--- src/mad_config.svh ---
//--------------------------------------------------------------------------
// Build-time configuration of the multiply-add engine
// Data width, lane count and multi-cycle length
//--------------------------------------------------------------------------
`ifndef MAD_CONFIG_SVH
`define MAD_CONFIG_SVH

// Operand and result width in bits
`define MAD_WIDTH	32

// Number of lanes issued round-robin
`define MAD_LANES	2

// Cycles from operand capture to registered result
// The multiply-add path is given this many cycles to settle
`define MAD_CYCLE	3

`endif

--- src/mad_data_pkg.sv ---
//--------------------------------------------------------------------------
// Datapath types of the multiply-add engine
// Operand word and result word
//--------------------------------------------------------------------------
`include "mad_config.svh"

package mad_data_pkg;

	// One unsigned operand of a, b or c
	typedef logic [`MAD_WIDTH-1:0] operand_t;

	// One result word
	// Holds a*b+c truncated to the operand width, so it wraps modulo 2^width
	typedef logic [`MAD_WIDTH-1:0] result_t;

endpackage

--- src/mad_lane_pkg.sv ---
//--------------------------------------------------------------------------
// Lane control types of the multiply-add engine
// Lane index for the issue pointer and lane countdown
//--------------------------------------------------------------------------
`include "mad_config.svh"

package mad_lane_pkg;

	// Index of one lane
	// One bit for two lanes, at least one bit always
	typedef logic [(`MAD_LANES > 1 ? $clog2(`MAD_LANES) : 1)-1:0] lane_idx_t;

	// Countdown of one lane
	// Must hold the value MAD_CYCLE itself, zero means idle
	typedef logic [$clog2(`MAD_CYCLE+1)-1:0] cycle_cnt_t;

endpackage

--- src/mad_dispatch.sv ---
//--------------------------------------------------------------------------
// Lane dispatch of the multiply-add engine
// Round-robin issue pointer, input ready, one-hot lane start,
// result collection and busy level
//--------------------------------------------------------------------------
`timescale 1ns/100ps
`include "mad_config.svh"

module mad_dispatch (
	input	logic					MCLK,
	input	logic					nRST,
	// Input strobe from the operand source
	input	logic					ie,
	// Lane status
	input	logic [`MAD_LANES-1:0]	lane_free,
	input	logic [`MAD_LANES-1:0]	lane_done,
	input	mad_data_pkg::result_t	lane_result [`MAD_LANES],
	// Ready level towards the operand source
	output	logic					iready,
	// One-hot start, at most one bit set
	output	logic [`MAD_LANES-1:0]	lane_start,
	// Result strobe and data
	output	logic					oe,
	output	mad_data_pkg::result_t	odata,
	output	logic					busy
);

	import mad_lane_pkg::*;

	//----------------------------------------------------------------------
	// Declarations
	//----------------------------------------------------------------------
	// Lane that takes the next operation
	lane_idx_t		ptr;

	// Operation accepted at the coming edge
	logic			accept;

	//----------------------------------------------------------------------
	// Issue side
	//----------------------------------------------------------------------
	assign iready	= lane_free[ptr];
	assign accept	= ie && iready;

	// Steer the accept to the pointed lane only
	always_comb begin
		for (int i = 0; i < `MAD_LANES; i++)
			lane_start[i] = accept && (ptr == lane_idx_t'(i));
	end

	// Pointer moves on accepted operations only, wrapping at the last lane
	always_ff @(posedge MCLK or negedge nRST) begin
		if (!nRST)
			ptr	<= '0;
		else if (accept) begin
			if (ptr == lane_idx_t'(`MAD_LANES-1))
				ptr	<= '0;
			else
				ptr	<= ptr + 1'b1;
		end
	end

	//----------------------------------------------------------------------
	// Result side
	//----------------------------------------------------------------------
	// Equal latency and in-order issue leave at most one lane done per cycle
	assign oe	= |lane_done;

	// Pick the done lane, zero when none is done
	always_comb begin
		odata = '0;
		for (int i = 0; i < `MAD_LANES; i++) begin
			if (lane_done[i])
				odata = lane_result[i];
		end
	end

	// Any lane still counting
	assign busy	= ~&lane_free;

endmodule

--- src/mad_engine.sv ---
//--------------------------------------------------------------------------
// Multiply-add engine top
// Dispatch and the array of multi-cycle lanes
//--------------------------------------------------------------------------
`timescale 1ns/100ps
`include "mad_config.svh"

module mad_engine (
	input	logic					MCLK,
	input	logic					nRST,
	// Operation input, taken when ie and iready are both high
	input	logic					ie,
	input	mad_data_pkg::operand_t	a,
	input	mad_data_pkg::operand_t	b,
	input	mad_data_pkg::operand_t	c,
	output	logic					iready,
	// Result output, a one-cycle pulse MAD_CYCLE edges after accept
	output	logic					oe,
	output	mad_data_pkg::result_t	odata,
	output	logic					busy
);

	import mad_data_pkg::*;

	// Lane control and status
	logic [`MAD_LANES-1:0]	lane_start;
	logic [`MAD_LANES-1:0]	lane_free;
	logic [`MAD_LANES-1:0]	lane_done;
	result_t				lane_result [`MAD_LANES];

	//----------------------------------------------------------------------
	// Dispatch
	//----------------------------------------------------------------------
	mad_dispatch u_dispatch (
		.MCLK			(MCLK),
		.nRST			(nRST),
		.ie				(ie),
		.lane_free		(lane_free),
		.lane_done		(lane_done),
		.lane_result	(lane_result),
		.iready			(iready),
		.lane_start		(lane_start),
		.oe				(oe),
		.odata			(odata),
		.busy			(busy)
	);

	//----------------------------------------------------------------------
	// Lane array
	//----------------------------------------------------------------------
	// All lanes see the same operands, only the started one captures them
	for (genvar g = 0; g < `MAD_LANES; g++) begin : g_lane
		mad_lane u_lane (
			.MCLK		(MCLK),
			.nRST		(nRST),
			.start		(lane_start[g]),
			.a			(a),
			.b			(b),
			.c			(c),
			.free		(lane_free[g]),
			.done		(lane_done[g]),
			.result		(lane_result[g])
		);
	end

endmodule

--- src/mad_lane.sv ---
//--------------------------------------------------------------------------
// Multi-cycle multiply-add lane
// Operand capture, countdown over the settle time of a*b+c,
// result register and one-cycle done pulse
//--------------------------------------------------------------------------
`timescale 1ns/100ps
`include "mad_config.svh"

module mad_lane (
	input	logic					MCLK,
	input	logic					nRST,
	// Start pulse from dispatch, one cycle per operation
	input	logic					start,
	input	mad_data_pkg::operand_t	a,
	input	mad_data_pkg::operand_t	b,
	input	mad_data_pkg::operand_t	c,
	// Lane can take a start at the next edge
	output	logic					free,
	// One-cycle pulse with result valid
	output	logic					done,
	output	mad_data_pkg::result_t	result
);

	import mad_data_pkg::*;
	import mad_lane_pkg::*;

	//----------------------------------------------------------------------
	// Declarations
	//----------------------------------------------------------------------
	// Captured operands, held stable for the whole countdown
	operand_t		a_q;
	operand_t		b_q;
	operand_t		c_q;

	// Remaining cycles of the running operation
	cycle_cnt_t		cnt;

	// Long combinational product-plus-addend
	result_t		mad_sum;

	// Last cycle of the countdown
	logic			expire;

	//----------------------------------------------------------------------
	// Multi-cycle path
	//----------------------------------------------------------------------
	// Only sampled when the count expires
	assign mad_sum	= a_q * b_q + c_q;

	assign expire	= (cnt == cycle_cnt_t'(1));

	// Free in the last countdown cycle as well
	// The old result is sampled at the same edge that takes new operands,
	// so a lane restarts without a gap
	assign free		= (cnt == '0) || expire;

	// Operand capture
	always_ff @(posedge MCLK) begin
		if (start) begin
			a_q	<= a;
			b_q	<= b;
			c_q	<= c;
		end
	end

	//----------------------------------------------------------------------
	// Countdown and done
	//----------------------------------------------------------------------
	always_ff @(posedge MCLK or negedge nRST) begin
		if (!nRST) begin
			cnt		<= '0;
			done	<= 1'b0;
		end
		else begin
			// Pulse for the cycle after the expiring edge
			done	<= expire;

			if (start)
				cnt	<= cycle_cnt_t'(`MAD_CYCLE);
			else if (cnt != '0)
				cnt	<= cnt - 1'b1;
		end
	end

	// Result register, loaded once per operation
	always_ff @(posedge MCLK) begin
		if (expire)
			result	<= mad_sum;
	end

endmodule

--- config.mk ---
export PLATFORM = sky130hd
export DESIGN_NAME = mad_engine
export DESIGN_NICKNAME = d
export VERILOG_FILES = /design/src/mad_data_pkg.sv /design/src/mad_lane_pkg.sv /design/src/mad_dispatch.sv /design/src/mad_engine.sv /design/src/mad_lane.sv
export VERILOG_INCLUDE_DIRS = /design/src
export SDC_FILE = /design/constraint.sdc
export NUM_CORES = 2
export LEC_CHECK = 0
export BUFFER_PORTS_ARGS = -buffer_cell sky130_fd_sc_hd__buf_2
export CORE_MARGIN = 1.5
export CORE_UTILIZATION = 60
export CTS_BUF_LIST = sky130_fd_sc_hd__clkbuf_4 sky130_fd_sc_hd__clkbuf_8 sky130_fd_sc_hd__clkbuf_16
export DETAILED_ROUTE_END_ITERATION = 7
export GPL_ROUTABILITY_DRIVEN = 1
export PLACE_DENSITY_LB_ADDON = 0.3
export SETUP_SLACK_MARGIN = 0.02
export SLEW_MARGIN = 30
export SYNTH_ARGS = -nofsm -noshare
export SYNTH_HDL_FRONTEND = slang
export SYNTH_HIERARCHICAL = 1
export SYNTH_SLANG_ARGS = --single-unit
--- constraint.sdc ---
create_clock -name MCLK -period 14.55 [get_ports MCLK]
set_clock_uncertainty 0.15 [all_clocks]
set_input_delay 2.1825 -clock MCLK [delete_from_list [all_inputs] [get_ports MCLK]]
set_output_delay 2.1825 -clock MCLK [all_outputs]
set_load 0.1 [all_outputs]
### Yosys cells after proc, flatten, opt, wreduce, memory -nomap -nowiden

Index checks and enable logic that the tools add are counted.

* register bits after elaboration: 263
* output and inout port bits: 35
* word-level logic and storage cells: 47

* add/sub/neg operators: 5
* multipliers: 2
* magnitude comparators: 1
* eq/ne operators: 2
* mux-type cells: 9
* bitwise gates (word level): 1
* reductions and logical operators: 14

Operator list (number)
* $add 32x32->32: 2
* $mul 32x32->32: 2
* $mux 32: 2
* $mux 2: 4
* $reduce_bool 2->1: 4
* $eq 2x1->1 const B: 2
* $logic_not 2->1: 2
* $sub 2x1->2 const B: 2
* $logic_and 1x1->1: 3
* $mux 1: 3
* $logic_or 1x1->1: 2
* $lt 1x2->1 const B: 1
* $reduce_and 2->1: 1
* $reduce_or 2->1: 1
* $add 1x1->1 const B: 1
* $logic_not 1->1: 1
* $not 1->1: 1

### Depth between registers and ports, before layout

* word-level depth: 7
* depth in mapped cells: 27
* gate-level depth less buffers: 24

### Cells and area by module

The synthesis kept the hierarchy.

Modules (own cells, without submodules)
* mad_lane at g_lane[1].u_lane: instances 1, cells an instance 2041, area an instance 20912.6 sq um, seq. area each 3918.8 sq um
* mad_lane at g_lane[0].u_lane: instances 1, cells an instance 2041, area an instance 20856.3 sq um, seq. area each 3918.8 sq um
* mad_dispatch: instances 1, cells an instance 52, area an instance 431.7 sq um, seq. area each 25.0 sq um

### Least setup slack after synthesis

OpenSTA, ideal clock, no wires.

* path type: register to register
* from: reg g_lane[1].u_lane.b_q[2]
* to: reg g_lane[1].u_lane.result[29] (data pin)
* setup time: 258 ps
* arrival time: 6598 ps
* slack: 7544 ps
* cell stages (with the launch flop): 26
* path buffers: 3
* clock period less this slack: 7006 ps
* path through: edfxtp_1 clkbuf_1 clkbuf_1 nand2_1 fa_1 fa_1 inv_1 fa_1 inv_1 fa_1 inv_1 fa_1 fa_1 fa_1 inv_1 fa_1 inv_1 ha_1 clkbuf_1 o21ai_0 a2111o_1 o211ai_1 o31a_1 a21o_1 a21oi_2 xnor2_1

* cells in the longest elaborated chain, start to end: 2

Ends and longest elaborated chain
* start: declaration: RTL line mad_lane.sv:32 `operand_t b_q;`
* start signal: assignment: RTL line mad_lane.sv:61 `b_q <= b;`
* $mul 32x32->32: RTL line mad_lane.sv:48 `assign mad_sum = a_q * b_q + c_q;`
* $add 32x32->32: RTL line mad_lane.sv:48
* via g_lane[1].u_lane.mad_sum[29]: RTL line mad_lane.sv:39 `result_t mad_sum;`
* end signal: assignment: RTL line mad_lane.sv:88 `result <= mad_sum;`
* end: declaration: RTL line mad_lane.sv:21 `output mad_data_pkg::result_t result`

The timed path passes the listed nets, and every way through them passes these cells.
A chain may end at the register's enable or synchronous reset.

### Worst setup path after layout

* from: reg g_lane[0].u_lane.a_q[19]
* to: reg g_lane[0].u_lane.result[29] (data pin)

* cells in the longest elaborated chain, start to end: 2

Ends and longest elaborated chain
* start: declaration: RTL line mad_lane.sv:31 `operand_t a_q;`
* start signal: assignment: RTL line mad_lane.sv:60 `a_q <= a;`
* $mul 32x32->32: RTL line mad_lane.sv:48
* $add 32x32->32: RTL line mad_lane.sv:48
* via g_lane[0].u_lane.mad_sum[29]: RTL line mad_lane.sv:39
* end signal: assignment: RTL line mad_lane.sv:88
* end: declaration: RTL line mad_lane.sv:21

The timed path passes the listed nets, and every way through them passes these cells.

==> results.cfg <==
[status]
status = finished clean

[global_route]
grt_usage = 0.316
grt_most_used_layer = met2
met1_usage = 0.441
grt-ovfl-total = 0
use_met2 = 0.506
grt_max_degree = 73
grt_pass1_vias = 30200
grt_first_pass_wirelength_mm = 171
met3_usage = 0.0574
antenna_found_initial = 9

[clock_tree]
insertion_delay_ns = 0.59
cts_setup_buffers = 0
cts_buffers = 29
cts_sinks = 263
ctsHoldBuffers = 0
h-tree-depth = 1
ctsResizeCount = 0
cts_buffer_depth = 3
ctsRootBufferMaster = clkbuf_16
clk_pin_slew_ns = 0.07
cts_tree = built

[floorplanning]
start_util = 0.605
core-area_mm2 = 0.0698
die_area_mm2 = 0.0719
row_count = 97
io_pins = 134
dieWidth_um = 268
die_h_um = 268

[synthesis]
yosysTopAreaCell = fa_1
synthArstFlopShare = 0.0266
synth_ff_type = edfxtp_1
synth-seq-cells = 263
syn_area_per_cell_um2 = 10.2
synth-edff-count = 256
synth_top_area_share = 0.416
synth_cell_type_count = 66
seq_area_frac_synth = 0.186
syn-instance-count = 4134
syn_nets = 5361
synth_area_leaders = fa_1, edfxtp_1, and2_1
syn_area_mm2 = 0.0422
yosysWarnings = 6

[sta]
rsz0062_at_grt = no
slew_violations = 0
max_freq_mhz = 130
max_slew_margin = 0.319
finalCriticalPeriod_ns = 7.68
tns_ns = 0
worst_pin_slew_ns = 1.02
finalSetupViolations = 0
hold_violations = 0
period_share = 0.528

[worst_hold_path]
hold_class = flop to flop
min_from = g_lane[1].u_lane/cnt[0]

[routing]
vias = 28100
totalWireLength_mm = 108
drt_iter0_drc = 2134
via_per_inst = 5.47
firstDrtPassIters = 5
wl_per_cell_um = 21.1
drc = 0
drtAntennaViolNets = 0

[final_layout]
layout_commonest_cell = inv_1
drive_gt1_frac = 0.0607
syn_to_final_growth_pct = 5.93
final_nets = 5389
mostFrequentLayoutCells = inv_1, fa_1, and2_1, nand2_1, edfxtp_1
fin_cells = 5132

[worst_setup_path]
regToRegSetupSlack_ns = 6.87
cp-start-kind = flop
critPathRequiredTime_ns = 14.72
critical_path_class = flop to flop
path_max_fanout = 13
r2r-start = g_lane[0].u_lane/a_q[19]
timing.critical_path.from = g_lane[0].u_lane/a_q[19]
critPathCaptureType = flop
crit_arrival_ns = 7.85

[placement]
hpwl_mm = 85.9
io_buffers = 133
dp.cells = 5071
gp_congestion = 0.937

[run]
drv_cap = 0
-- cells in the mapped netlist (3+ instances only) --
master,instances
nand3_1,8
o211ai_1,4
o21bai_1,11
a221oi_2,3
buf_6,4
fa_1,876
nor3_1,5
o21ai_1,7
a21oi_1,50
ha_1,252
nand2_1,463
xor2_1,39
and3_1,7
clkbuf_1,169
nor2_1,32
o21ai_0,24
a21o_1,30
inv_1,1007
a22o_1,30
a31oi_1,4
and2_1,629
buf_2,9
edfxtp_1,256
o31ai_1,3
o21a_1,8
nand4_1,7
dfrtp_1,7
or2_2,8
xnor2_1,129
nand2b_1,8
-- metal layers --
metal  vias up  routed length (um)
met3       190                9890
met4         0                3590
met2      1126               51100
met1     14600               43700
li1      12200                   -
met5         -                   0
-- critical path: stages (launching register included) --
cell      delay, ns
edfxtp_1       0.71
and2_1         0.33
fa_1           0.54
inv_1          0.06
fa_1           0.49
inv_1          0.06
fa_1           0.51
inv_1          0.09
fa_1           0.53
inv_1          0.06
fa_1           0.48
fa_1           0.51
fa_1           0.50
inv_1          0.05
fa_1           0.47
inv_1          0.04
ha_1           0.40
nand4_1        0.17
nor2_1         0.07
and4_1         0.22
o31ai_1        0.49
a21boi_0       0.21
o211ai_1       0.19
o311ai_1       0.11
-- layout make-up --
| cell class | instances | area, um2 |
|---|---|---|
| fillers | 5549 | 25100 |
| multi-input cells | 2680 | 29800 |
| inverters | 1007 | 3780 |
| well taps | 940 | 1180 |
| repair buffers | 181 | 1030 |
| flip-flops and latches | 263 | 7860 |
| clock inverters | 25 | 275 |
| diodes | 7 | 17.5 |
| clock buffers | 29 | 726 |
-- final timing paths --
check                                              endpoint  cells after the start
worst min register to register      g_lane[1].u_lane/cnt[0]                      2
max in group asynchronous           g_lane[1].u_lane/cnt[1]                      1
worst min-delay path                g_lane[1].u_lane/cnt[0]                      2
min in group asynchronous           g_lane[0].u_lane/cnt[0]                      1
worst max register to register  g_lane[0].u_lane/result[29]                     23
worst max-delay path            g_lane[0].u_lane/result[29]                     23
-- logic make-up (layout without fill, tap and decap cells) --
group	Yosys count	in the layout	synth area share
buffers and inverters	1191	1242	0.107
and+or+nand+nor	1178	1178	0.146
adders and majority gates	1128	1128	0.490
DFF	263	263	0.186
AOI/OAI and AO/OA	199	199	0.0334
xor gates and xnor gates	172	172	0.0367
muxes	3	3	0.000741
other	0	7	0
-- sequential cells by signal, summed over array words and instances, names as in the netlist --
register              cells
g_lane.u_lane/b_q        64
g_lane.u_lane/c_q        64
g_lane.u_lane/result     64
u_dispatch/ptr            1
g_lane.u_lane/cnt         4
g_lane.u_lane/a_q        64
g_lane.u_lane/done        2
-- stage by stage --
stage	hold WS, ns	area, um2	utilization	worst slack (ns)
2_1_floorplan	0.349	42200	-	7.54
6_report	0.412	44700	0.641	6.87
3_5_place_dp	0.395	43700	0.626	6.93
4_1_cts	0.413	44700	0.640	6.93
5_1_grt	0.433	44700	0.640	6.59
3_3_place_gp	0.385	43700	0.626	6.78
Power is left out: the tool's default activity adds up to more than one toggle a clock period on the data nets, which glitch-free logic cannot reach.
